[src/verilog/dmem_settings.svh]
// Word width must be a multiple of 8 and wait states at least 1; bank depth must be a power of two
`ifndef DMEM_SETTINGS_SVH
`define DMEM_SETTINGS_SVH

// Core data word
`define DMEM_XLEN 32
// One byte-wide bank per lane
`define DMEM_LANES (`DMEM_XLEN / 8)
`define DMEM_OFS_W $clog2(`DMEM_LANES)

`define DMEM_DEPTH 256 // Words per bank
`define DMEM_IDX_W $clog2(`DMEM_DEPTH)

// Cycles from acceptance to bank ready
`define DMEM_WAIT_STATES 2

`endif

[src/verilog/dmem_pkg.sv]
// Shared types of the data-memory path; all widths follow dmem_settings.svh
`default_nettype none

`include "dmem_settings.svh"

package dmem_pkg;

	// funct3 of RV32 loads and stores
	typedef enum logic [2:0] {
		MEM_B  = 3'b000,
		MEM_H  = 3'b001,
		MEM_W  = 3'b010,
		MEM_BU = 3'b100,
		MEM_HU = 3'b101
	} mem_width_e;

	// Access size once funct3 is decoded
	typedef enum logic [1:0] {
		SZ_BYTE = 2'd0,
		SZ_HALF = 2'd1,
		SZ_WORD = 2'd2
	} mem_size_e;

	typedef struct packed {
		logic                  write; // Store when set
		mem_width_e            width;
		logic [`DMEM_XLEN-1:0] addr;  // Byte address
		logic [`DMEM_XLEN-1:0] wdata;
	} lsu_req_t;

	typedef struct packed {
		logic                   en;
		logic                   we;
		logic [`DMEM_IDX_W-1:0] idx; // Word index inside the bank
		logic [7:0]             wbyte;
	} lane_req_t;

	typedef struct packed {
		logic       ready;
		logic [7:0] rbyte;
	} lane_rsp_t;

	// What the aligner needs of a load
	typedef struct packed {
		logic [`DMEM_OFS_W-1:0] offset;
		mem_size_e              size;
		logic                   uns; // Zero extend
	} load_ctx_t;

	typedef struct packed {
		logic ld_misaligned;
		logic st_misaligned;
	} exc_t;

endpackage

`default_nettype wire

[src/verilog/dmem_bank.sv]
// Takes a new command only after the previous one has answered; read data holds until the next read
`timescale 1ns/1ns
`default_nettype none

`include "dmem_settings.svh"

module dmem_bank (
	input  wire                      i_clk,
	input  wire                      i_arst_n,
	input  wire dmem_pkg::lane_req_t i_lane,
	output dmem_pkg::lane_rsp_t      o_rsp
);

	localparam int WAIT  = `DMEM_WAIT_STATES;
	localparam int CNT_W = (WAIT > 1) ? $clog2(WAIT) : 1;

	logic [7:0]          mem [`DMEM_DEPTH];
	dmem_pkg::lane_req_t cmd_q;
	dmem_pkg::lane_req_t cmd;
	logic [CNT_W-1:0]    cnt;     // Wait states left
	logic                fire;    // Access happens at this edge
	logic                ready_q;
	logic [7:0]          rbyte_q;

	// With a single wait state the access is done on the accepting edge
	assign cmd  = (WAIT == 1) ? i_lane : cmd_q;
	assign fire = (WAIT == 1) ? i_lane.en : (cnt == CNT_W'(1));

	always_ff @(posedge i_clk or negedge i_arst_n) begin
		if (!i_arst_n) begin
			cnt     <= '0;
			ready_q <= 1'b0;
		end else begin
			ready_q <= fire; // One-cycle pulse
			if (i_lane.en) begin
				cnt <= CNT_W'(WAIT - 1);
			end else if (cnt != '0) begin
				cnt <= cnt - 1'b1;
			end
		end
	end

	always_ff @(posedge i_clk) begin
		if (i_lane.en) begin
			cmd_q <= i_lane;
		end
	end

	always_ff @(posedge i_clk) begin
		if (fire) begin
			if (cmd.we) begin
				mem[cmd.idx] <= cmd.wbyte;
			end else begin
				rbyte_q <= mem[cmd.idx];
			end
		end
	end

	assign o_rsp.ready = ready_q;
	assign o_rsp.rbyte = rbyte_q;

endmodule

`default_nettype wire

[config.mk]
export PLATFORM = sky130hd
export DESIGN_NAME = dmem_bank
export DESIGN_NICKNAME = d
export VERILOG_FILES = /design/src/verilog/dmem_pkg.sv /design/src/verilog/dmem_bank.sv
export VERILOG_INCLUDE_DIRS = /design/src /design/src/verilog
export SDC_FILE = /design/constraint.sdc
export NUM_CORES = 2
export LEC_CHECK = 0
export ABC_AREA = 1
export ABC_CLOCK_PERIOD_IN_PS = 8300
export BUFFER_PORTS_ARGS = -buffer_cell sky130_fd_sc_hd__buf_2
export CORE_AREA = 2 2 588 590
export DETAILED_ROUTE_END_ITERATION = 8
export DIE_AREA = 0 0 590 592
export SLEW_MARGIN = 20
export SYNTH_ARGS = -nofsm -noshare
export SYNTH_HDL_FRONTEND = slang
export SYNTH_SLANG_ARGS = --single-unit
[constraint.sdc]
create_clock -name i_clk -period 8.3 [get_ports i_clk]
set_input_delay 0.83 -clock i_clk [delete_from_list [all_inputs] [get_ports i_clk]]
set_output_delay 0.83 -clock i_clk [all_outputs]
set_load 0.05 [all_outputs]
# After elaboration in Yosys (flattened, before gate mapping)
# Memory sizes are Yosys's and may differ from the RTL's. A register that Yosys moved wholly into a read port is not among the register bits.
# Cells that the tools add are included.
op_classes:
  addsub: 1
  mux: 5
  n_bitwise: 1
  reduce_logical: 1
op_table:
  columns: ["cell", "n"]
  rows:
  - ["2-to-1 mux 1 bit", 5]
  - ["AND reduction 2 bit", 1]
  - ["inverter 1 bit", 1]
  - ["subtractor 1 bit, second input constant", 1]
word_totals:
  regBits: 19
  ramBits: 2048
  output_inout_bits: 9
  elab_cells: 14
  n_memories: 1
memory_table:
  columns: ["memory", "words", "word_bits", "read_ports", "rd_clocked_by_memory_dff", "wr", "line", "rtl"]
  rows:
  - ["mem", 256, 8, 1, 1, 1, "dmem_bank.sv:17", "logic [7:0] mem [`DMEM_DEPTH];"]

# Logic depth before layout (Yosys ltp)
logic_depth:
  depth_word: 3
  mapped_depth: 17
  depth_no_buf: 13

# Least setup slack after synthesis
# OpenSTA, ideal clock, no wires.
synth_path:
  path_type: "register -> register"
  startpoint: "register cmd_q (netlist bit cmd[0])"
  endpoint: "memory mem[0][0] (data pin)"
  setup_ns: 0.817
  arrival_ns: 3.228
  t_required_ns: 7.483
  setup_slack_ns: 4.254
  path_stages_with_launch: 1
  n_path_buf: 0
  period_less_slack_ns: 4.046
  path_cell_list: "edfxtp_1"
synth_rtl:
  columns: ["element", "line", "rtl"]
  rows:
  - ["start: declaration", "dmem_bank.sv:18", "dmem_pkg::lane_req_t cmd_q;"]
  - ["start signal: assignment", "dmem_bank.sv:45", "cmd_q <= i_lane;"]
  - ["end: declaration", "dmem_bank.sv:17", null]
# Straight into the memory's write port.

==> metrics.md <==
| Metric | Value |
|---|---|
| Leak pwr | 0.0368 uW |
| Hold Path Class | in -> reg |
| Final design area excluding fillers | 96900 um^2 |
| RSZ-0062 raised after global routing | false |
| Vias/cell | 4.40 |
| Cell chosen for the clock root | sky130_fd_sc_hd__clkbuf_16 |
| Fraction of power spent switching nets | 24.0% |
| List of cells traversed by the critical path | buf_4 > buf_4 > buf_4 > nand2_1 > nand2_1 > nand2_1 > nand2_1 > nand2_1 > nand2_1 > o21ai_1 > nand2_1 > nor2_1 > nor2_1 > nor2_1 > nand2_1 |
| Nature of the critical path endpoint | flip-flop |
| Final-stage net count | 7904 |
| Cell row count | 215 |
| Area of the die | 349000 um^2 |
| Initial core utilization | 24.9% |
| Number of detailed-route iterations in the first pass | 6 |
| CP max stage cell | sky130_fd_sc_hd__buf_4 |
| Slew @ Worst Pin | 1190 ps |
| Worst reg2reg path startpoint | cmd[8]$_DFFE_PP_ |
| Width of the die | 590 um |
| Result of the run | finished clean |
| Data required time of the critical path | 9030 ps |
| Wire length of the first global-routing pass | 348 mm |
| Critical path launch point | cmd[8]$_DFFE_PP_ |
| Power share of the combinational group | 8.0% |
| Total Routed Length | 236 mm |
| Last weighted congestion value of the routability-driven placer | 0.860 |
| Final hold vios | 0 |
| Total GRT Usage | 13.1% |
| Wire length per cell | 18.7 um |
| Clock latency on the worst-skew pair | 860 ps |
| Syn Area/Cell | 10.7 um^2 |
| Internal power | 17200 uW |
| Start point of the worst hold path | i_lane[16] |
| Slew Viols, Final | 0 |
| Initial antenna violation count | 3 |
| Min Clock Period, post-route | 4420 ps |
| Die H | 592 um |
| Part of the Yosys area used for sequential elements | 72.9% |
| Classification of the worst setup path | reg -> reg |
| H-tree depth | 4 |
| VDD IR max | 0.000236 V |
| Count of clock tree sinks | 2075 |
| Core region area | 342000 um^2 |
| Number of synthesized register bits | 2075 |
| Post-synthesis instance total | 7980 |
| Number of buffers added by the clock tree synthesis step | 203 |
| Max-cap violations | 0 |
| Estimated wirelength of the detail-placed design | 130 mm |
| I/O Buffers | 28 |
| Area added between synthesis and finish | 13.4% |
| Arr. time, crit path | 5150 ps |
| Critical path fanouts, max | 86 |
| Highest-count cells in the layout ignoring fill and taps | 4695 x sky130_fd_sc_hd__nand2_1, 2073 x sky130_fd_sc_hd__edfxtp_1, 335 x sky130_fd_sc_hd__nor2_1 |
| PD cells | 233 nW/um^2 |
| F_max | 226 MHz |
| Switching power total | 5420 uW |
| Largest stage delay, worst path | 870 ps |
| Number of remaining DRC errors | 0 |
| Worst-case headroom to the max-slew limit | 20.6% |
| Clk buf depth | 3 |
| Post-layout total power | 22600 uW |
| Worst Hold Depth | 1 |
| CTS clk-pin slew, worst paths | 60 ps |
| Cell depth of the worst flop-to-flop path | 15 |
| GRT overflow | 0 |
| Initial detailed-routing violation count | 6435 |
| Cell total after placement | 12200 |
| Count of non-filler cells in the finished layout | 12600 |
| TritonCTS clock tree | yes |
| Crit-path most repeated cell | sky130_fd_sc_hd__nand2_1 |
| Tightest hold margin | 144 ps |
| Worst setup skew after layout | 36.1 ps |
| Most common cell after layout, fill and taps aside | sky130_fd_sc_hd__nand2_1 |
| Seq pwr share | 51.7% |
| Setup_tns | 0 ps |
| Count of buffers added by post-CTS timing repair for setup | 0 |
| Placed Instance Area | 90300 um^2 |
| Clock power share | 40.4% |
| Area of the mapped netlist | 85400 um^2 |
| Pin count of the biggest net entering global routing | 176 |
| Number of global-route vias before repair | 52900 |
| Layout cells sized above 1 | 5.32% |
| Final Setup Violations | 0 |
| I/O Pins | 29 |
| Number of nets produced by synthesis | 8000 |
| Warnings, synthesis | 0 |
| Critical Path Start Type | flip-flop |
| Number of distinct standard cells referenced by the synthesized netlist | 15 |
| Period Utilization, post-route | 53.3% |
| Via count | 55500 |
| ANT nets after route | 0 |
## per-layer routing
layer | track usage, % | up-vias | wire length, um
met5 | 0 | - | 0
met4 | 5.26 | 0 | 9100
met3 | 2.00 | 389 | 17400
met2 | 21.3 | 2110 | 110000
met1 | 17.6 | 26900 | 99500
li1 | - | 26200 | -
## area by class of cell
type                    instances  area (um^2)
repair buffers                124         1060
diodes                          6         15.0
well taps                    4557         5700
inverters                      16         85.1
flip-flops and latches       2075        62300
fillers                     35200       246000
clock inverters               129         1190
clock buffers                 244         5320
multi-input cells            5464        21200
## path summary, 6_finish.rpt
check                                       endpoint  slack, ps
worst max-delay path            rbyte_q[1]$_DFFE_PP_       3880
worst min-delay path               cmd[16]$_DFFE_PP_        140
worst max register to register  rbyte_q[1]$_DFFE_PP_       3880
worst min register to register     ready_q$_DFF_PN0_        420
max in group asynchronous          ready_q$_DFF_PN0_       7930
min in group asynchronous              cnt$_DFF_PN0_        280
## cell usage after synthesis, drive strengths merged
cell type	number	area share [%]
edfxtp	2073	73
nand4	40	0.29
nand2	4695	21
nand3	256	1.5
inv	14	0.062
o21ai	128	0.75
clkinv	2	0.0088
dfrtp	2	0.059
clkbuf	161	0.71
buf	264	1.6
nor2	345	1.5
## logic make-up after synthesis
| family | synth area share (%) |
|---|---|
| compound gates | 0.750 |
| flops | 72.9 |
| simple gates | 23.9 |
| buf+inv | 2.36 |
## state kept, by name (all words and copies together) (netlist names)
signal and count:
cmd 17, cnt 1, mem 2048, rbyte_q 8, ready_q 1
## stage by stage
| step | worst slack, ps | util [%] |
|---|---|---|
| after detailed placement | 3890 | 26.4 |
| final | 3880 | 28.3 |
| after global placement | 3890 | 26.4 |
| after floorplan | 4250 | - |
| after global routing | 3530 | 28.3 |
| after CTS | 3860 | 28.3 |
## power by group through the flow
stage	clock (uW)	combinational [uW]	sequential, uW
after global routing	9640	1970	11700
after CTS	9230	1800	11700
after floorplan	0	973	12100
after global placement	0	1790	11900
final	9120	1800	11700
after detailed placement	0	1790	11900
## worst max-delay path: cells and delay by family (launching register included)
family          cells  cell delay, ps
compound gates      1             220
flops               1             410
simple gates       11            1210
buf+inv             3            2270
## repair_timing
action / CTS / global route
hold endpoints to repair: 2 / 0
gates resized for setup: 0 / 0
hold buffers: 1 / 0
Note: power is estimated with default switching activity, not from simulation.
