[src/verilog/dmem_settings.svh]
// Word width must be a multiple of 8 and wait states at least 1; bank depth must be a power of two
`ifndef DMEM_SETTINGS_SVH
`define DMEM_SETTINGS_SVH

// Core data word
`define DMEM_XLEN 32
// One byte-wide bank per lane
`define DMEM_LANES (`DMEM_XLEN / 8)
`define DMEM_OFS_W $clog2(`DMEM_LANES)

`define DMEM_DEPTH 256 // Words per bank
`define DMEM_IDX_W $clog2(`DMEM_DEPTH)

// Cycles from acceptance to bank ready
`define DMEM_WAIT_STATES 2

`endif

[src/verilog/dmem_pkg.sv]
// Shared types of the data-memory path; all widths follow dmem_settings.svh
`default_nettype none

`include "dmem_settings.svh"

package dmem_pkg;

	// funct3 of RV32 loads and stores
	typedef enum logic [2:0] {
		MEM_B  = 3'b000,
		MEM_H  = 3'b001,
		MEM_W  = 3'b010,
		MEM_BU = 3'b100,
		MEM_HU = 3'b101
	} mem_width_e;

	// Access size once funct3 is decoded
	typedef enum logic [1:0] {
		SZ_BYTE = 2'd0,
		SZ_HALF = 2'd1,
		SZ_WORD = 2'd2
	} mem_size_e;

	typedef struct packed {
		logic                  write; // Store when set
		mem_width_e            width;
		logic [`DMEM_XLEN-1:0] addr;  // Byte address
		logic [`DMEM_XLEN-1:0] wdata;
	} lsu_req_t;

	typedef struct packed {
		logic                   en;
		logic                   we;
		logic [`DMEM_IDX_W-1:0] idx; // Word index inside the bank
		logic [7:0]             wbyte;
	} lane_req_t;

	typedef struct packed {
		logic       ready;
		logic [7:0] rbyte;
	} lane_rsp_t;

	// What the aligner needs of a load
	typedef struct packed {
		logic [`DMEM_OFS_W-1:0] offset;
		mem_size_e              size;
		logic                   uns; // Zero extend
	} load_ctx_t;

	typedef struct packed {
		logic ld_misaligned;
		logic st_misaligned;
	} exc_t;

endpackage

`default_nettype wire

[src/verilog/lsu_load_align.sv]
// Keeps the context of one load; a ready with no load pending is a store and is dropped
`timescale 1ns/1ns
`default_nettype none

`include "dmem_settings.svh"

module lsu_load_align (
	input  wire                                       i_clk,
	input  wire                                       i_arst_n,
	input  wire dmem_pkg::load_ctx_t                  i_ctx,
	input  wire                                       i_ctx_load,
	input  wire dmem_pkg::lane_rsp_t [`DMEM_LANES-1:0] i_rsp,
	output logic                                      o_load_valid,
	output logic [`DMEM_XLEN-1:0]                     o_load_data
);

	localparam int XLEN = `DMEM_XLEN;

	dmem_pkg::load_ctx_t ctx_q;
	logic                pending; // Load in flight
	logic [XLEN-1:0]     merged;
	logic [XLEN-1:0]     shifted;
	logic [XLEN-1:0]     result;
	logic                sign;
	logic                done;

	always_comb begin
		for (int i = 0; i < `DMEM_LANES; i++) begin
			merged[8*i +: 8] = i_rsp[i].rbyte;
		end
	end

	// Addressed byte or half down to bit 0
	assign shifted = merged >> {ctx_q.offset, 3'b000};

	always_comb begin
		sign   = 1'b0;
		result = shifted;
		case (ctx_q.size)
			dmem_pkg::SZ_BYTE: begin
				sign   = !ctx_q.uns && shifted[7];
				result = {{(XLEN-8){sign}}, shifted[7:0]};
			end
			dmem_pkg::SZ_HALF: begin
				sign   = !ctx_q.uns && shifted[15];
				result = {{(XLEN-16){sign}}, shifted[15:0]};
			end
			default: result = shifted;
		endcase
	end

	assign done = pending && i_rsp[0].ready; // All lanes answer together

	always_ff @(posedge i_clk or negedge i_arst_n) begin
		if (!i_arst_n) begin
			pending      <= 1'b0;
			o_load_valid <= 1'b0;
		end else begin
			o_load_valid <= done;
			if (i_ctx_load) begin
				pending <= 1'b1;
			end else if (i_rsp[0].ready) begin
				pending <= 1'b0;
			end
		end
	end

	always_ff @(posedge i_clk) begin
		if (i_ctx_load) begin
			ctx_q <= i_ctx;
		end
		if (done) begin
			o_load_data <= result;
		end
	end

endmodule

`default_nettype wire

[config.mk]
export PLATFORM = sky130hd
export DESIGN_NAME = lsu_load_align
export DESIGN_NICKNAME = d
export VERILOG_FILES = /design/src/verilog/dmem_pkg.sv /design/src/verilog/lsu_load_align.sv
export VERILOG_INCLUDE_DIRS = /design/src /design/src/verilog
export SDC_FILE = /design/constraint.sdc
export NUM_CORES = 1
export LEC_CHECK = 0
export ABC_CLOCK_PERIOD_IN_PS = 1970
export BUFFER_PORTS_ARGS = -buffer_cell sky130_fd_sc_hd__buf_2
export CAP_MARGIN = 20
export CORE_UTILIZATION = 43
export CTS_BUF_LIST = sky130_fd_sc_hd__clkbuf_16
export CTS_CLUSTER_DIAMETER = 200
export DETAILED_ROUTE_END_ITERATION = 16
export GPL_ROUTABILITY_DRIVEN = 0
export PLACE_DENSITY = 0.73
export RECOVER_POWER = 25
export SLEW_MARGIN = 20
export SYNTH_ARGS = -nofsm -noshare
export SYNTH_HDL_FRONTEND = slang
export SYNTH_SLANG_ARGS = --single-unit
[constraint.sdc]
create_clock -name i_clk -period 1.97 [get_ports i_clk]
set_input_delay 0.394 -clock i_clk [delete_from_list [all_inputs] [get_ports i_clk]]
set_output_delay 0.394 -clock i_clk [all_outputs]
set_load 0.05 [all_outputs]
After elaboration in Yosys (flattened, before gate mapping)
Index checks and enable logic that the tools add are counted.
{"block": "classes", "eq_ne": 1, "n_shift": 1, "muxes": 3, "n_reduce_logical": 6}
{"operator": "$pmux W32 S2", "count": 1}
{"operator": "$shr A32 B5 Y32", "count": 1}
{"operator": "$logic_and A1 B1 Y1", "count": 3}
{"operator": "$eq A2 B1 Y1 const B", "count": 1}
{"operator": "$logic_not A2 Y1", "count": 1}
{"operator": "$mux W1", "count": 2}
{"operator": "$reduce_bool A2 Y1", "count": 1}
{"operator": "$logic_not A1 Y1", "count": 1}
{"block": "word_totals", "regBits": 39, "in_bits": 44, "out_inout_bits": 33, "elab_cells": 17}

Logic depth before layout (Yosys ltp)
{"block": "logic_depth", "word_depth": 3, "depth_mapped": 6}

Worst setup path before layout
OpenSTA, ideal clock, no wires.
{"block": "synth_timing", "kind": "input port to flip-flop", "start": "in i_rsp[8] (netlist bit)", "end": "reg o_load_data[0], enable pin", "setup_time_ns": 0.393, "arrival_time_ns": 1.200, "t_required_ns": 1.577, "setup_slack_ns": 0.377, "stages": 1, "path_cell_list": "and2_1"}
{"block": "synth_via", "elab_chain_cells": 1}
{"element": "start, declared", "line": "lsu_load_align.sv:12", "rtl": "input wire dmem_pkg::lane_rsp_t [`DMEM_LANES-1:0] i_rsp,"}
{"element": "$logic_and A1 B1 Y1", "line": "lsu_load_align.sv:52", "rtl": "assign done = pending && i_rsp[0].ready;"}
{"element": "end signal, assigned", "line": "lsu_load_align.sv:73", "rtl": "o_load_data <= result;"}
{"element": "end, declared", "line": "lsu_load_align.sv:14", "rtl": "output logic [`DMEM_XLEN-1:0] o_load_data"}
Every way passes these cells.
A chain may end at the register's enable or synchronous reset.

Worst setup path in the final report
{"block": "layout_timing", "start": "reg ctx_q[3] (netlist bit)", "end": "reg o_load_data[9] (data pin)"}
{"block": "layout_via", "elab_chain_cells": 3}
{"element": "start, declared", "line": "lsu_load_align.sv:19", "rtl": "dmem_pkg::load_ctx_t ctx_q;"}
{"element": "start signal, assigned", "line": "lsu_load_align.sv:70", "rtl": "ctx_q <= i_ctx;"}
{"element": "$shr A32 B5 Y32 *", "line": "lsu_load_align.sv:34", "rtl": "assign shifted = merged >> {ctx_q.offset, 3'b000};"}
{"element": "$logic_and A1 B1 Y1", "line": "lsu_load_align.sv:41", "rtl": "sign = !ctx_q.uns && shifted[7];"}
{"element": "$pmux W32 S2 *", "line": "lsu_load_align.sv:39", "rtl": "case (ctx_q.size)"}
{"element": "net result[9]", "line": "lsu_load_align.sv:23", "rtl": "logic [XLEN-1:0] result;"}
Mark *: on every way through the listed nets, which the timed path passes. The rest lies on a longest branch.

==> impl_metrics.py <==
metrics = {
    "logic_synthesis": {
        "synth_top_area_share_pct": 59.0,
        "yosysSeqAreaShare_pct": 61.7,
        "synthCells": 149,
        "ys_ff_latch": 39,
        "synth_nets": 193,
        "avgSynthCellArea_um2": 12.6,
        "yosys_warnings": 0,
        "synth_cell_types": 25,
        "syn_area_um2": 1880,
        "yosys-top-cells-area": "edfxtp_1 (59%), mux2i_1 (10%), a211oi_1 (5.6%), nor2_1 (3.6%), nand2_1 (3.2%)",
        "yosysTopAreaCell": "edfxtp_1",
    },
    "finish": {
        "diodes": 0,
        "final_cells": 281,
        "layout-drive-gt1-share_pct": 39.8,
        "area_delta_synth_final_pct": 30.7,
        "num-nets-final": 274,
    },
    "timing": {
        "finClkSkew_ns": 0.00270,
        "max_freq_mhz": 569,
        "rsz0062_at_grt": "false",
        "setup_tns_ns": 0,
        "finalCritPeriodShare_pct": 89.2,
        "setup_violations": 0,
        "hold_viol_final": 0,
        "min_period_ns": 1.76,
        "max_slew_margin_pct": 59.2,
        "tightestPinTransition_ns": 0.612,
        "maxSlewViolCount": 0,
    },
    "detailed_routing": {
        "first_pass_iters": 4,
        "drc": 0,
        "ant_nets": 0,
        "drt_wl_total_um": 4020,
        "vias_per_cell": 5.10,
        "drt_iter0_drc": 93,
        "avgRoutedWirePerCell_um": 14.3,
        "route.vias.total": 1433,
    },
    "critical_path": {
        "cp_max_fo": 27,
        "critPathBufInv": 1,
        "critPathMaxStageDelay_ns": 0.50,
        "cp-end-kind": "register",
        "crit_slowest_cell": "edfxtp_1",
        "critPathRequiredTime_ns": 1.98,
        "worstPathCellList": "buf_4 > mux2i_1 > nor2_1 > a211oi_1 > nor2_1",
        "crit_family": "flip-flops",
        "path_class": "reg -> reg",
        "cp.arrival_ns": 1.77,
        "cp-start-kind": "register",
        "cpMostUsedCell": "nor2_1",
    },
    "global_routing": {
        "grt-ovfl-total": 0,
        "grt_max_degree": 28,
        "grt_pass1_wl_um": 5890,
        "antenna_found_initial": 0,
        "grt_use_total_pct": 18.4,
        "grt_pass1_vias": 1313,
    },
    "job": {
        "maxCapViolations": 0,
    },
    "power": {
        "power_density_nw_per_um2": 934,
        "vdd_drop_max_mv": 0.512,
        "leakagePower_nw": 1.09,
    },
    "placement": {
        "dp.cells": 272,
        "numPortBuffers": 73,
        "hpwl_um": 3060,
    },
    "clocking": {
        "clkTransAtPathRegs_ns": 0.05,
        "cts_buffers": 5,
        "insertion_delay_ns": 0.28,
        "cts_max_level": 2,
        "cts_buffer_depth": 2,
        "post_cts_buffers": 0,
        "cts_tree": "built",
        "cts.sink_count": 39,
        "root_buffer": "clkbuf_16",
    },
    "die": {
        "core_area_um2": 4120,
        "die_h_um": 68.2,
        "fp.dieW_um": 68.2,
        "die-area_um2": 4650,
        "io_pins": 77,
        "start_util_pct": 45.8,
        "rows": 23,
    },
    "min_path": {
        "hp-class": "in -> reg",
    },
    "run_status": {
        "status": "finished, final reports clean",
    },
}
-- layout make-up --
class,count,area (um^2)
Timing Repair Buffer,83,434
Fill cell,363,1650
Tap cell,50,62.6
Multi-Input combinational cell,99,658
Clock inverter,3,12.5
Sequential cell,39,1160
Inverter,2,7.51
Clock buffer,5,125
-- timing repair --
action	CTS	global route
resized for setup	0	0
hold buffers	1	0
endpoints found under the hold margin	2	0
-- synth_stat cells --
cell type and n:
a211oi_1 14, a21boi_2 1, a21o_1 1, a21oi_1 7, a311oi_2 1, and2_1 1, buf_1 1, buf_2 3
buf_4 1, buf_6 2, clkbuf_1 2, dfrtp_1 2, edfxtp_1 37, inv_1 2, mux2i_1 19, mux2i_4 1
nand2_1 16, nand2b_1 1, nand2b_4 1, nand3b_1 1, nor2_1 18, nor2b_1 8, o211ai_2 1, o21ai_0 6
o21ai_2 2
-- power by group --
part           leakage [nW]  total [mW]  internal, mW  switching (mW)
clock network        0.0724       0.742         0.457           0.286
logic                 0.640       0.527         0.158           0.369
registers             0.382        1.03          1.00          0.0274
-- metrics by stage --
step	utilization (%)	hold slack (ns)	instance area, um^2	total power [mW]	worst slack, ns
after floorplan	-	0.0984	1880	1.43	0.377
after global placement	56.4	0.181	2320	1.57	0.253
after detailed placement	56.4	0.182	2320	1.58	0.207
after CTS	60.0	0.287	2470	2.32	0.201
after global routing	59.8	0.281	2460	2.38	0.0839
final	59.8	0.292	2460	2.30	0.212
-- final timing paths --
kind / slack [ns] / startpoint / cells after the start / to
min in group asynchronous: 0.44 / i_arst_n / 2 / pending$_DFFE_PN0P_
max: 0.21 / ctx_q[3]$_DFFE_PP_ / 5 / o_load_data[9]$_DFFE_PP_
max in group asynchronous: 1.40 / i_arst_n / 2 / o_load_valid$_DFF_PN0_
min reg2reg: 0.47 / pending$_DFFE_PN0P_ / 1 / pending$_DFFE_PN0P_
max reg2reg: 0.21 / ctx_q[3]$_DFFE_PP_ / 5 / o_load_data[9]$_DFFE_PP_
min: 0.29 / i_ctx[0] / 1 / ctx_q[0]$_DFFE_PP_
-- metal layers --
metal / GRT usage, % / routed length (um) / vias to the layer above / share of wire, %
met4: 6.25 / 42 / 0 / 1.0
met1: 21.6 / 1730 / 646 / 43
li1: - / - / 711 / -
met2: 30.1 / 1870 / 72 / 47
met5: 0 / 0 / - / 0
met3: 7.67 / 377 / 4 / 9.4
-- kinds of logic after synthesis --
group	count (synthesis)	synth area share (%)
buffers and inverters	11	3.39
muxes	20	11.3
AOI/OAI and AO/OA	33	12.4
DFF	39	61.7
and+or+nand+nor	46	11.2
-- cell usage in the layout, fill, tap and decap left out, drive strengths merged, types with 2 or more instances in the layout --
| master | count |
|---|---|
| buf | 78 |
| edfxtp | 37 |
| mux2i | 20 |
| nor2 | 18 |
| nand2 | 16 |
| a211oi | 14 |
| clkbuf | 9 |
| nor2b | 8 |
| o21ai | 8 |
| a21oi | 7 |
| inv | 3 |
| dfrtp | 2 |
| nand2b | 2 |
| clkinv | 2 |
-- state kept, by name, indices dropped and copies added, names as in the netlist --
register and count:
pending 1, ctx_q 5, o_load_valid 1, o_load_data 32
(Power assumes the default switching activity.)
