$ cat src/verilog/dmem_settings.svh
// Word width must be a multiple of 8 and wait states at least 1; bank depth must be a power of two
`ifndef DMEM_SETTINGS_SVH
`define DMEM_SETTINGS_SVH

// Core data word
`define DMEM_XLEN 32
// One byte-wide bank per lane
`define DMEM_LANES (`DMEM_XLEN / 8)
`define DMEM_OFS_W $clog2(`DMEM_LANES)

`define DMEM_DEPTH 256 // Words per bank
`define DMEM_IDX_W $clog2(`DMEM_DEPTH)

// Cycles from acceptance to bank ready
`define DMEM_WAIT_STATES 2

`endif

$ cat src/verilog/dmem_pkg.sv
// Shared types of the data-memory path; all widths follow dmem_settings.svh
`default_nettype none

`include "dmem_settings.svh"

package dmem_pkg;

	// funct3 of RV32 loads and stores
	typedef enum logic [2:0] {
		MEM_B  = 3'b000,
		MEM_H  = 3'b001,
		MEM_W  = 3'b010,
		MEM_BU = 3'b100,
		MEM_HU = 3'b101
	} mem_width_e;

	// Access size once funct3 is decoded
	typedef enum logic [1:0] {
		SZ_BYTE = 2'd0,
		SZ_HALF = 2'd1,
		SZ_WORD = 2'd2
	} mem_size_e;

	typedef struct packed {
		logic                  write; // Store when set
		mem_width_e            width;
		logic [`DMEM_XLEN-1:0] addr;  // Byte address
		logic [`DMEM_XLEN-1:0] wdata;
	} lsu_req_t;

	typedef struct packed {
		logic                   en;
		logic                   we;
		logic [`DMEM_IDX_W-1:0] idx; // Word index inside the bank
		logic [7:0]             wbyte;
	} lane_req_t;

	typedef struct packed {
		logic       ready;
		logic [7:0] rbyte;
	} lane_rsp_t;

	// What the aligner needs of a load
	typedef struct packed {
		logic [`DMEM_OFS_W-1:0] offset;
		mem_size_e              size;
		logic                   uns; // Zero extend
	} load_ctx_t;

	typedef struct packed {
		logic ld_misaligned;
		logic st_misaligned;
	} exc_t;

endpackage

`default_nettype wire

$ cat src/verilog/lsu_request.sv
// One access in flight; the core must hold i_req_valid and i_req unchanged while o_stall is high
`timescale 1ns/1ns
`default_nettype none

`include "dmem_settings.svh"

module lsu_request (
	input  wire                                   i_clk,
	input  wire                                   i_arst_n,
	input  wire                                   i_req_valid,
	input  wire dmem_pkg::lsu_req_t               i_req,
	input  wire                                   i_lane0_ready,
	output dmem_pkg::lane_req_t [`DMEM_LANES-1:0] o_lanes,
	output dmem_pkg::load_ctx_t                   o_ctx,
	output logic                                  o_ctx_load,
	output logic                                  o_stall,
	output dmem_pkg::exc_t                        o_exc
);

	localparam int LANES = `DMEM_LANES;

	typedef enum logic [1:0] {
		IDLE  = 2'd0,
		READ  = 2'd1,
		WRITE = 2'd2
	} state_e;

	state_e state;
	state_e next_state;

	dmem_pkg::mem_size_e    size;
	logic [`DMEM_OFS_W-1:0] offset;
	logic [`DMEM_IDX_W-1:0] word_idx;
	logic [LANES-1:0]       byte_en;
	logic [`DMEM_XLEN-1:0]  wdata_sh;
	logic                   misaligned;
	logic                   accept;

	assign offset   = i_req.addr[`DMEM_OFS_W-1:0];
	assign word_idx = i_req.addr[`DMEM_OFS_W +: `DMEM_IDX_W]; // Wraps modulo the bank depth

	always_comb begin
		case (i_req.width)
			dmem_pkg::MEM_B, dmem_pkg::MEM_BU: size = dmem_pkg::SZ_BYTE;
			dmem_pkg::MEM_H, dmem_pkg::MEM_HU: size = dmem_pkg::SZ_HALF;
			default:                           size = dmem_pkg::SZ_WORD; // Unused codes act as LW
		endcase
	end

	// Lanes touched by the access
	always_comb begin
		case (size)
			dmem_pkg::SZ_BYTE: byte_en = LANES'(1) << offset;
			dmem_pkg::SZ_HALF: byte_en = LANES'(3) << {offset[`DMEM_OFS_W-1:1], 1'b0};
			default:           byte_en = '1;
		endcase
	end

	assign misaligned = ((size == dmem_pkg::SZ_HALF) && offset[0]) ||
		((size == dmem_pkg::SZ_WORD) && (|offset));

	assign o_exc.ld_misaligned = i_req_valid && !i_req.write && misaligned;
	assign o_exc.st_misaligned = i_req_valid && i_req.write && misaligned;

	assign accept = i_req_valid && (state == IDLE) && !misaligned;

	// Store bytes moved onto their lanes
	assign wdata_sh = i_req.wdata << {offset, 3'b000};

	// Every bank runs the access so lane 0 always reports completion
	always_comb begin
		for (int i = 0; i < LANES; i++) begin
			o_lanes[i].en    = accept;
			o_lanes[i].we    = accept && i_req.write && byte_en[i];
			o_lanes[i].idx   = word_idx;
			o_lanes[i].wbyte = wdata_sh[8*i +: 8];
		end
	end

	assign o_ctx.offset = offset;
	assign o_ctx.size   = size;
	assign o_ctx.uns    = (i_req.width == dmem_pkg::MEM_BU) || (i_req.width == dmem_pkg::MEM_HU);
	assign o_ctx_load   = accept && !i_req.write;

	always_ff @(posedge i_clk or negedge i_arst_n) begin
		if (!i_arst_n) begin
			state <= IDLE;
		end else begin
			state <= next_state;
		end
	end

	always_comb begin
		next_state = state;
		case (state)
			IDLE: begin
				if (accept && i_req.write) begin
					next_state = WRITE;
				end else if (accept) begin
					next_state = READ;
				end
			end
			READ, WRITE: begin
				if (i_lane0_ready) begin
					next_state = IDLE; // Core moves on at the end of this cycle
				end
			end
			default: next_state = IDLE;
		endcase
	end

	// Busy or requesting, released by ready or an exception
	assign o_stall = ((state != IDLE) || i_req_valid) && !i_lane0_ready && !(|o_exc);

endmodule

`default_nettype wire

$ cat config.mk
export PLATFORM = sky130hd
export DESIGN_NAME = lsu_request
export DESIGN_NICKNAME = d
export VERILOG_FILES = /design/src/verilog/dmem_pkg.sv /design/src/verilog/lsu_request.sv
export VERILOG_INCLUDE_DIRS = /design/src /design/src/verilog
export SDC_FILE = /design/constraint.sdc
export NUM_CORES = 1
export LEC_CHECK = 0
export BUFFER_PORTS_ARGS = -buffer_cell sky130_fd_sc_hd__buf_2
export CAP_MARGIN = 10
export CORE_UTILIZATION = 28
export CTS_CLUSTER_SIZE = 25
export DETAILED_ROUTE_END_ITERATION = 8
export GPL_TIMING_DRIVEN = 0
export HOLD_SLACK_MARGIN = 0.03
export PLACE_DENSITY = 0.78
export SKIP_CTS_REPAIR_TIMING = 1
export SYNTH_ARGS = -nofsm -noshare
export SYNTH_HDL_FRONTEND = slang
export SYNTH_SLANG_ARGS = --single-unit
$ cat constraint.sdc
create_clock -name i_clk -period 1.34 [get_ports i_clk]
set_clock_uncertainty 0.1 [all_clocks]
set_input_delay 0.134 -clock i_clk [delete_from_list [all_inputs] [get_ports i_clk]]
set_output_delay 0.134 -clock i_clk [all_outputs]
set_load 0.01 [all_outputs]
* Yosys cells after proc, flatten, opt, wreduce, memory -nomap -nowiden *
Index checks and enable logic that the tools add are counted.

storage, ports and cells
  flip-flop bits (word level) = 2
  output and inout port bits = 81

operators by class
  equality and inequality tests = 9
  shift-type cells = 3
  muxes and demuxes = 6
  reductions and logical operators = 33

operator list
  kind                   count
  $shl A32 B5 Y32        1
  $logic_and A1 B1 Y1    16
  $reduce_or A2 Y1       5
  $pmux W2 S2            2
  $pmux W4 S2            1
  $eq A3 B3 Y1 const B   2
  $mux W2                3
  $eq A2 B1 Y1 const B   2
  $eq A2 B2 Y1 const B   2
  $logic_not A1 Y1       4
  $logic_not A2 Y1       2
  $shl A1 B2 Y4 const A  1
  $shl A2 B2 Y4 const A  1
  $eq A3 B1 Y1 const B   1
  $logic_not A3 Y1       1
  $logic_or A1 B1 Y1     3
  $ne A3 B2 Y1 const B   1
  $ne A2 B2 Y1 const B   1
  $reduce_and A2 Y1      1
  $reduce_bool A2 Y1     1

* Depth between registers and ports, before layout *
Gate-level depths: netlist of run 1.

  depth after elaboration = 11
  depth in mapped cells = 5
  gate-level depth less buffers = 5

* Worst setup path before layout of run 1 *
No wires, ideal clock.

  kind = register to output
  start point = register state[0]
  end point = output port o_lanes[34] in the netlist's numbering
  data arrival time = 1167 ps
  data required time = 1106 ps
  path slack = -61 ps
  stages on the path, launching flop included = 6
  path buffers = 0
  cells stage by stage = dfrtp_1 -> inv_1 -> ha_1 -> and3_1 -> nand3_1 -> a21oi_1

RTL lines
  item                    line               text
  start, declared         lsu_request.sv:28  state_e state;
  start signal, assigned  lsu_request.sv:89  state <= next_state;
  end, declared           lsu_request.sv:13  output dmem_pkg::lane_req_t [`DMEM_LANES-1:0] o_lanes,

==> results of run 1 <==
-- power breakdown --
part / internal, uW / total, uW / switching [uW]
logic: 578 / 1060 / 485
clock network: 190 / 232 / 42.4
registers: 81.2 / 90.0 / 8.78
total: 848 / 1380 / 536
-- worst reg2reg max path, cell delays in order, from the launching register on --
cell and delay (ns):
sky130_fd_sc_hd__dfrtp_1 0.36, sky130_fd_sc_hd__inv_2 0.08, sky130_fd_sc_hd__ha_4 0.20, sky130_fd_sc_hd__nor2b_4 0.13, sky130_fd_sc_hd__a211oi_2 0.25, sky130_fd_sc_hd__o22ai_1 0.11
-- area by class of cell --
class	count	area [um^2]	share of cell area [%]
multi-input combinational	103	781	38.7
sequential	2	50.0	2.48
tap	48	60.1	2.97
timing repair buffer	128	683	33.8
buffer	48	385	19.1
inverter	5	18.8	0.929
clock buffer	3	41.3	2.04
-- cell families (layout without fill, tap and decap cells) --
group                      count (synthesis)  count (layout)  share of synthesized area [%]
buffers and inverters                     53             184                           33.9
and+or+nand+nor                           49              49                           23.7
AOI/OAI and AO/OA                         37              37                           22.1
muxes                                     16              16                           14.6
DFF                                        2               2                           4.58
adders and majority gates                  1               1                           1.14
-- through the flow --
| stage | hold WS, ns | utilization, % |
|---|---|---|
| 6_report | 0.102 | 54.3 |
| 3_3_place_gp | -0.181 | 48.0 |
| 2_1_floorplan | -0.262 | - |
| 5_1_grt | 0.104 | 54.3 |
| 4_1_cts | -0.391 | 49.1 |
| 3_5_place_dp | -0.176 | 48.0 |
-- worst paths after layout --
path / startpoint / to / cells after the start
max: state[1]$_DFFE_PN0P_ / o_lanes[70] / 6
min: i_req[67] / state[0]$_DFFE_PN0P_ / 2
max reg2reg: state[1]$_DFFE_PN0P_ / state[1]$_DFFE_PN0P_ / 5
min reg2reg: state[0]$_DFFE_PN0P_ / state[0]$_DFFE_PN0P_ / 3
max in group asynchronous: i_arst_n / state[0]$_DFFE_PN0P_ / 2
min in group asynchronous: i_arst_n / state[1]$_DFFE_PN0P_ / 2
-- per-layer routing --
metal | GRT usage [%] | up-vias | part of all wire (%)
met5 | 0 | - | 0
met3 | 1.76 | 2 | 5.6
li1 | - | 764 | -
met1 | 23.2 | 696 | 43
met2 | 32.8 | 67 | 51
met4 | 2.50 | 0 | 0.33
-- cell usage in the layout, fill, tap and decap left out, types with 2 or more instances in the layout --
master	count
sky130_fd_sc_hd__inv_2	3
sky130_fd_sc_hd__mux2i_1	15
sky130_fd_sc_hd__dfrtp_1	2
sky130_fd_sc_hd__buf_6	5
sky130_fd_sc_hd__buf_8	2
sky130_fd_sc_hd__nor2_2	2
sky130_fd_sc_hd__nor2b_1	11
sky130_fd_sc_hd__inv_1	2
sky130_fd_sc_hd__buf_2	119
sky130_fd_sc_hd__buf_4	46
sky130_fd_sc_hd__a211oi_2	6
sky130_fd_sc_hd__a211oi_1	4
sky130_fd_sc_hd__nand2_1	9
sky130_fd_sc_hd__nor2_1	9
sky130_fd_sc_hd__clkbuf_8	3
sky130_fd_sc_hd__a21oi_2	2
sky130_fd_sc_hd__o21ai_0	10
sky130_fd_sc_hd__and2_1	8
sky130_fd_sc_hd__a21oi_1	10
==> results.txt, run 1 <==
----------------------------------------------------
[Status]
  Result of the run ... finished with violations
  Failing checks ... negative setup slack

[Final layout]
  Non-filler cells in the finished layout ... 337
  Filler cell count ... 381
  Layout overhead on the synthesized area ... 84.7%
  Ratio of cells with drive above 1 in the final layout ... 69.9%
  Register name with the most flops ... state
  Antenna cells ... 0
  Max FFs per register ... 2
  Summed area of non-filler cells in the final layout ... 0.00202 mm^2
  Net count of the finished layout ... 364
  Registers with the most flip-flops ... state (2)

[Synth]
  Mapped cell area ... 0.00109 mm^2
  Share of synthesized flip-flops with an asynchronous set or reset ... 100%
  Cell with the most instances after synthesis ... sky130_fd_sc_hd__buf_4
  Post-synthesis sequential element count ... 2
  Register area share after synthesis ... 4.58%
  Number of nets in the synthesized netlist ... 231
  Synth warn ... 0
  Gate count after technology mapping ... 158
  Top area cells in the synthesized netlist ... sky130_fd_sc_hd__buf_4, sky130_fd_sc_hd__mux2i_1, sky130_fd_sc_hd__nor2b_1
  Share of Yosys cell area claimed by the top area cell type ... 29.5%
  Number of unique standard cell types used by synthesis ... 26
  Main flop type after synthesis ... sky130_fd_sc_hd__dfrtp_1
  Yosys top cell by area ... sky130_fd_sc_hd__buf_4
  Number of enable-type register cells in the synthesized netlist ... 0
  Mean post-synth cell area ... 6.92 um^2
  Top cell types by occurrence after synthesis ... sky130_fd_sc_hd__buf_4, sky130_fd_sc_hd__mux2i_1, sky130_fd_sc_hd__nor2b_1, sky130_fd_sc_hd__a21oi_1, sky130_fd_sc_hd__nor2_1

[Floorplanning]
  Core footprint ... 0.00372 mm^2
  Initial core utilization ... 29.4%
  Area of the die ... 0.00416 mm^2
  Die boundary height ... 64.5 um
  Number of placement rows ... 22
  I/O Pins ... 153
  Width of the die ... 64.5 um

[Drt]
  WL per Instance ... 12.5 um
  Final Routed Wirelength ... 4230 um
  Drt via density ... 4.54
  Number of DRC markers in iteration 0 ... 25
  Vias after detailed routing ... 1529
  Residual DRC count ... 0
  Detailed-routing iteration count for the pre-antenna-repair pass ... 4
  Antenna Nets Post-Route ... 0

[CTS]
  Clock latency at the later pin of the worst-skew pair ... 0.20 ns
  CTS H-tree depth ... 1
  Clock root cell ... sky130_fd_sc_hd__clkbuf_8
  Number of buffers on the longest clock path ... 2
  Sinks on Clock Net ... 2
  Clock tree from TritonCTS ... done
  Number of CTS-inserted buffers ... 3
  Clk slew on worst S/H paths ... 0.03 ns

[STA]
  Setup TNS ... -2.22 ns
  Final hold viol count ... 0
  Setup violators final ... 12
  Post-route setup slack ... -0.280 ns
  Max Slew Vio Count ... 0
  Max-slew headroom ... 84.6%
  Final critical path time including I/O delays and setup ... 1.62 ns
  Maximum frequency from static timing analysis ... 0.617 GHz
  Slew @ Worst Pin ... 0.230 ns
  Setup repair after global routing missed its margin ... yes
  Share of the cycle needed by the critical path after routing ... 121%

[GRT]
  Overall track demand over capacity in global routing ... 18.0%
  Number of antenna violations at the first check in global routing ... 0
  Number of global-route vias before repair ... 1305
  Wire length of the first global-routing pass ... 5970 um
  Total overflow reported by the global router ... 0
  Maximum number of pins on one net before global-route repair ... 11

[Place]
  HPWL reported at the end of detailed placement ... 3140 um
  Inst Count DP ... 328
  Number of I/O port buffers ... 122
  Placed cell areas ... 0.00178 mm^2
  Pre-CTS setup slack ... -0.179 ns
  Last weighted congestion value of the routability-driven placer ... 0.771

[Worst setup path]
  Sum of buffers and inverters on the critical path ... 2
  Kind of start point of the critical path ... flop
  Family with the most delay on the worst path ... flip-flops
  Worst-path cell chain ... inv_2, ha_4, and3_4, nand3_4, a21oi_2, buf_2
  CP peak stage delay ... 0.36 ns
  CP required ... 1.11 ns
  Crit. End Element ... output port
  Arrival time of the worst setup path ... 1.39 ns
  Slowest library cell on the worst path ... sky130_fd_sc_hd__dfrtp_1
  Reg-to-reg slack, setup ... -0.02 ns
  Largest fanout on the critical path ... 5
  Category of the critical setup timing path ... reg2out

[Pwr]
  Tot Pwr ... 1380 uW
  Cell Pwr Density ... 686 mW/mm^2
  Leakage power figure ... 0.00115 uW
  Peak ir drop on the vdd network ... 0.694 mV

[Job]
  Maximum Capacitance Violations ... 0

[Worst hold path]
  Worst min-delay path class ... in2reg

----------------------------------------------------
Note: power is estimated with default switching activity, not from simulation.
==> run 2, diff against run 1 <==
--- a/config.mk
+++ b/config.mk
@@ -14,6 +14,7 @@
 export GPL_TIMING_DRIVEN = 0
 export HOLD_SLACK_MARGIN = 0.03
 export PLACE_DENSITY = 0.78
+export SETUP_SLACK_MARGIN = 0.15
 export SKIP_CTS_REPAIR_TIMING = 1
 export SYNTH_ARGS = -nofsm -noshare
 export SYNTH_HDL_FRONTEND = slang
==> constraint.sdc (replaced) <==
create_clock -name i_clk -period 1.37 [get_ports i_clk]
set_clock_uncertainty 0.1 [all_clocks]
set_input_delay 0.137 -clock i_clk [delete_from_list [all_inputs] [get_ports i_clk]]
set_output_delay 0.137 -clock i_clk [all_outputs]
set_load 0.01 [all_outputs]
==> results.txt, run 2 (same netlist as run 1, synthesis figures left out) <==
----------------------------------------------------
[Status]
  Result of the run ... finished with violations
  Failing checks ... negative setup slack

[Drt]
  Vias after detailed routing ... 1536 (+0.46%)
  Residual DRC count ... 0 (unchanged)
  WL per Instance ... 12.0 um (-4.0%)
  Drt via density ... 4.45 (-1.9%)
  Antenna Nets Post-Route ... 0 (unchanged)
  Number of DRC markers in iteration 0 ... 23 (-8.0%)
  Final Routed Wirelength ... 4160 um (-1.7%)
  Detailed-routing iteration count for the pre-antenna-repair pass ... 4 (unchanged)

[Worst setup path]
  Reg-to-reg slack, setup ... -0.07 ns (-0.05 ns)
  Crit. End Element ... output port
  Arrival time of the worst setup path ... 1.38 ns (about the same)
  R2r worst-path depth ... 6 (+1)
  Worst reg2reg path startpoint ... state[1]$_DFFE_PN0P_
  First element of the critical path ... state[1]$_DFFE_PN0P_
  Category of the critical setup timing path ... reg2out
  Kind of start point of the critical path ... flop
  Reg-to-Reg End ... state[1]$_DFFE_PN0P_
  Largest fanout on the critical path ... 5 (unchanged)
  CP required ... 1.13 ns (+0.02 ns)

[Final layout]
  Filler cell count ... 312 (-18%)
  Most common cell after layout, fill and taps aside ... sky130_fd_sc_hd__buf_2
  Registers with the most flip-flops ... state (2)
  Fraction of the core area covered by cells at the end of the flow ... 62.2% (+7.9 points)
  Summed area of non-filler cells in the final layout ... 0.00231 mm^2 (+14%)
  Register name with the most flops ... state
  Antenna cells ... 0 (unchanged)
  Max FFs per register ... 2 (unchanged)
  Net count of the finished layout ... 372 (+2.2%)
  Layout overhead on the synthesized area ... 111%
  Ratio of cells with drive above 1 in the final layout ... 76.4% (+6.5 points)
  Commonest cells after routing, fill and taps aside ... sky130_fd_sc_hd__buf_2, sky130_fd_sc_hd__buf_4, sky130_fd_sc_hd__buf_6

[STA]
  Slew @ Worst Pin ... 0.360 ns (+0.131 ns)
  Final critical path time including I/O delays and setup ... 1.61 ns
  Setup repair after global routing missed its margin ... yes
  Share of the cycle needed by the critical path after routing ... 118%
  Max Slew Vio Count ... 0 (unchanged)
  Setup violators final ... 12 (unchanged)
  Maximum frequency from static timing analysis ... 0.620 GHz
  Post-route setup slack ... -0.243 ns (+0.0371 ns)
  Max-slew headroom ... 75.7% (-8.9 points)
  Worst hold slack ... 0.108 ns (+0.00606 ns)
  Final hold viol count ... 0 (unchanged)

[CTS]
  Clock latency at the later pin of the worst-skew pair ... 0.21 ns (about the same)
  Clk slew on worst S/H paths ... 0.03 ns (about the same)
  Number of buffers on the longest clock path ... 2 (unchanged)
  Clock tree from TritonCTS ... done
  Number of CTS-inserted buffers ... 3 (unchanged)
  Clock root cell ... sky130_fd_sc_hd__clkbuf_8
  CTS H-tree depth ... 1 (unchanged)
  Sinks on Clock Net ... 2 (unchanged)

[Floorplanning]
  Area of the die ... 0.00416 mm^2 (unchanged)
  Initial core utilization ... 29.4% (unchanged)
  Core footprint ... 0.00372 mm^2 (unchanged)
  I/O Pins ... 153 (unchanged)
  Number of placement rows ... 22 (unchanged)
  Die boundary height ... 64.5 um (unchanged)
  Width of the die ... 64.5 um (unchanged)

[GRT]
  Maximum number of pins on one net before global-route repair ... 11 (unchanged)
  Number of global-route vias before repair ... 1159 (-11%)
  Wire length of the first global-routing pass ... 5220 um (-12%)
  Overall track demand over capacity in global routing ... 15.8% (-2.2 points)
  Number of antenna violations at the first check in global routing ... 0 (unchanged)
  Total overflow reported by the global router ... 0 (unchanged)

[Place]
  Placed cell areas ... 0.00183 mm^2 (+2.7%)
  HPWL reported at the end of detailed placement ... 2980 um (-5.0%)
  Last weighted congestion value of the routability-driven placer ... 0.830 (+7.7%)
  Number of I/O port buffers ... 122 (unchanged)
  Pre-CTS setup slack ... -0.155 ns (+0.0234 ns)

[Pwr]
  Leakage power figure ... 0.00124 uW (+7.9%)
  Peak ir drop on the vdd network ... 0.836 mV (+20%)
  Cell Pwr Density ... 615 mW/mm^2 (-10%)

[Worst hold path]
  Beginning of the worst hold path ... i_req[67]
  Hold Crit Depth ... 2 (unchanged)
  Hold path endpoint ... state[0]$_DFFE_PN0P_
  Worst min-delay path class ... in2reg

[Job]
  Maximum Capacitance Violations ... 0 (unchanged)

----------------------------------------------------
==> run 2: worst max path at each step <==
stage / to / cells after the start
floorplan: state[0]$_DFFE_PN0P_ / 5
global placement: o_lanes[0] / 5
detailed placement: o_lanes[0] / 5
CTS: o_lanes[34] / 6
global route: o_lanes[34] / 6
finish: o_lanes[34] / 6
==> run 2: final cells by class <==
type	count	area [um^2]	area share (%)
multi-input cells	103	900	38.9
repair buffers	136	841	36.4
plain buffers	48	402	17.4
well taps	48	60.1	2.60
flip-flops and latches	2	50.0	2.16
clock buffers	3	41.3	1.79
inverters	5	18.8	0.812
==> run 2: metrics by stage <==
stage | cells | setup TNS, ns | power [uW]
2_1_floorplan | 158 | 0 | 657
3_3_place_gp | 328 | -0.807 | 933
3_5_place_dp | 328 | -1.52 | 951
4_1_cts | 331 | -3.06 | 1190
5_1_grt | 345 | -2.64 | 1520
6_report | 345 | -1.85 | 1420
==> run 2: power breakdown <==
group / switching [uW] / internal [uW] / total, uW
Clock: 41.5 / 185 / 227
Combinational: 494 / 613 / 1110
Sequential: 7.70 / 79.4 / 87.1
Total: 544 / 877 / 1420
==> run 2: layer usage <==
metal / GRT usage [%] / part of all wire (%) / up-vias
li1: - / - / 777
met1: 21.0 / 45 / 685
met2: 27.0 / 49 / 68
met3: 1.58 / 5.5 / 6
met4: 4.17 / 0.99 / 0
met5: 0 / 0 / -
==> run 2: critical path, cell delays in order (launching register included) <==
cell                      delay (ns)
sky130_fd_sc_hd__dfrtp_1        0.36
sky130_fd_sc_hd__inv_2          0.08
sky130_fd_sc_hd__ha_4           0.16
sky130_fd_sc_hd__and3_4         0.18
sky130_fd_sc_hd__nand3_4        0.12
sky130_fd_sc_hd__a21oi_2        0.13
sky130_fd_sc_hd__buf_2          0.14
==> run 3, diff against run 2 <==
--- a/config.mk
+++ b/config.mk
@@ -11,7 +11,6 @@
 export CORE_UTILIZATION = 28
 export CTS_CLUSTER_SIZE = 25
 export DETAILED_ROUTE_END_ITERATION = 8
-export GPL_TIMING_DRIVEN = 0
 export HOLD_SLACK_MARGIN = 0.03
 export PLACE_DENSITY = 0.78
 export SETUP_SLACK_MARGIN = 0.15
==> results.txt, run 3 (same netlist as run 1, synthesis figures left out) <==
----------------------------------------------------
[Status]
  Result of the run ... finished with violations
  Failing checks ... negative setup slack

[Pwr]
  Switching power of the nets ... 431 uW (-21%)
  Leakage power figure ... 0.000840 uW (-32%)
  Power share of the clock group ... 20.7% (+4.7 points)
  Tot Pwr ... 1100 uW (-23%)
  Fraction of power consumed by combinational cells ... 71.4% (-6.5 points)
  Internal power ... 669 uW (-24%)
  Cell Pwr Density ... 705 mW/mm^2 (+15%)
  Switching part of the total ... 39.2% (+0.89 points)
  Peak ir drop on the vdd network ... 0.732 mV (-12%)
  Share of total power in sequential cells ... 8.0% (+1.9 points)

[CTS]
  Clock root cell ... sky130_fd_sc_hd__clkbuf_8
  Clock latency at the later pin of the worst-skew pair ... 0.21 ns (about the same)
  Number of CTS-inserted buffers ... 3 (unchanged)
  Clk slew on worst S/H paths ... 0.03 ns (about the same)
  Number of buffers on the longest clock path ... 2 (unchanged)
  CTS H-tree depth ... 1 (unchanged)
  Clock tree from TritonCTS ... done
  Sinks on Clock Net ... 2 (unchanged)

[STA]
  Maximum frequency from static timing analysis ... 0.635 GHz (+2.4%)
  Share of the cycle needed by the critical path after routing ... 115% (-2.8 points)
  Max-slew headroom ... 75.8% (about the same)
  Slew @ Worst Pin ... 0.359 ns (-0.00107 ns)
  Setup violators final ... 12 (unchanged)
  Max Slew Vio Count ... 0 (unchanged)
  Final critical path time including I/O delays and setup ... 1.58 ns (-0.0377 ns)
  Final hold viol count ... 0 (unchanged)
  Post-route setup slack ... -0.206 ns (+0.0377 ns)
  Setup repair after global routing missed its margin ... yes

[Worst setup path]
  CP required ... 1.13 ns (about the same)
  Reg-to-reg slack, setup ... -0.11 ns (-0.04 ns)
  Kind of start point of the critical path ... flop
  Crit. End Element ... output port
  Largest fanout on the critical path ... 5 (unchanged)
  Arrival time of the worst setup path ... 1.34 ns (-0.04 ns)
  Category of the critical setup timing path ... reg2out

[Drt]
  WL per Instance ... 11.5 um (-4.6%)
  Number of DRC markers in iteration 0 ... 17 (-26%)
  Residual DRC count ... 0 (unchanged)
  Drt via density ... 4.59 (+3.2%)
  Final Routed Wirelength ... 3060 um (-26%)
  Vias after detailed routing ... 1222 (-20%)
  Antenna Nets Post-Route ... 0 (unchanged)
  Detailed-routing iteration count for the pre-antenna-repair pass ... 4 (unchanged)

[Final layout]
  Registers with the most flip-flops ... state (2)
  Max FFs per register ... 2 (unchanged)
  Register name with the most flops ... state
  Filler cell count ... 376 (+21%)
  Fraction of the core area covered by cells at the end of the flow ... 42.0% (-20 points)
  Net count of the finished layout ... 293 (-21%)
  Ratio of cells with drive above 1 in the final layout ... 59.2% (-17 points)
  Most common cell after layout, fill and taps aside ... sky130_fd_sc_hd__buf_2
  Antenna cells ... 0 (unchanged)
  Commonest cells after routing, fill and taps aside ... sky130_fd_sc_hd__buf_2, sky130_fd_sc_hd__mux2i_1, sky130_fd_sc_hd__nor2b_1
  Summed area of non-filler cells in the final layout ... 0.00156 mm^2 (-33%)
  Layout overhead on the synthesized area ... 42.7%

[Place]
  Last weighted congestion value of the routability-driven placer ... 0.750 (-9.7%)
  Number of I/O port buffers ... 90 (-26%)
  Placed cell areas ... 0.00140 mm^2 (-24%)
  HPWL reported at the end of detailed placement ... 2470 um (-17%)
  Pre-CTS setup slack ... -0.0355 ns (+0.120 ns)

[Floorplanning]
  Initial core utilization ... 29.4% (unchanged)
  Die boundary height ... 64.5 um (unchanged)
  Core footprint ... 0.00372 mm^2 (unchanged)
  Width of the die ... 64.5 um (unchanged)
  Number of placement rows ... 22 (unchanged)
  I/O Pins ... 153 (unchanged)
  Area of the die ... 0.00416 mm^2 (unchanged)

[GRT]
  Wire length of the first global-routing pass ... 4570 um (-12%)
  Total overflow reported by the global router ... 0 (unchanged)
  Maximum number of pins on one net before global-route repair ... 18 (+7)
  Number of global-route vias before repair ... 1048 (-9.6%)
  Number of antenna violations at the first check in global routing ... 0 (unchanged)
  Overall track demand over capacity in global routing ... 13.6% (-2.2 points)

[Worst hold path]
  Worst min-delay path class ... in2reg

[Job]
  Maximum Capacitance Violations ... 0 (unchanged)

----------------------------------------------------
==> run 3: changes by cell type in the layout (fill, tap and decap cells not counted), sizes merged <==
cell    previous run  this run
clkbuf             6         4
buf              180       103
==> run 3: power groups by stage <==
| stage | Combinational [uW] | Sequential, uW | Clock (uW) |
|---|---|---|---|
| finish | 785 | 87.5 | 228 |
| global route | 856 | 88.2 | 241 |
| CTS | 715 | 87.4 | 233 |
| detailed placement | 708 | 88.0 | 0 |
| global placement | 692 | 87.3 | 0 |
| floorplan | 570 | 87.1 | 0 |
==> run 3: area by class of cell <==
class	count	area, um^2	area share (%)
repair buffers	105	612	39.2
well taps	48	60.1	3.85
inverters	5	18.8	1.20
clock buffers	3	41.3	2.65
flip-flops and latches	2	50.0	3.21
multi-input cells	103	778	49.9
==> run 3: per-stage QoR <==
stage,TNS [ns],hold slack (ns),instances
after floorplan,0,-0.259,158
after global placement,-0.171,-0.178,258
after detailed placement,-0.247,-0.175,258
after CTS,-1.59,-0.394,261
after global routing,-2.38,0.119,266
final,-1.66,0.118,266
==> run 3: final timing paths <==
check,from,to,depth (start not counted)
min in group asynchronous,i_arst_n,state[1]$_DFFE_PN0P_,2
worst min-delay path,i_req[67],state[0]$_DFFE_PN0P_,2
worst min register to register,state[1]$_DFFE_PN0P_,state[1]$_DFFE_PN0P_,3
worst max register to register,state[0]$_DFFE_PN0P_,state[0]$_DFFE_PN0P_,7
max in group asynchronous,i_arst_n,state[0]$_DFFE_PN0P_,2
worst max-delay path,state[0]$_DFFE_PN0P_,o_lanes[70],6
==> run 3: worst max-delay path, stage by stage, from the launching register on <==
cell	delay, ns
sky130_fd_sc_hd__dfrtp_1	0.36
sky130_fd_sc_hd__inv_2	0.08
sky130_fd_sc_hd__ha_4	0.13
sky130_fd_sc_hd__and3_4	0.17
sky130_fd_sc_hd__nand3_4	0.13
sky130_fd_sc_hd__a21oi_4	0.13
sky130_fd_sc_hd__buf_2	0.13
==> run 3: layer usage <==
metal  part of all wire (%)  global-route usage [%]  up-vias  routed length, um
met5                      0                       0        -                  0
met4                   0.69                    4.17        0                 21
met3                     10                    4.05        4                308
met2                     51                    25.5       61               1570
met1                     38                    14.4      536               1160
li1                       -                       -      621                  -
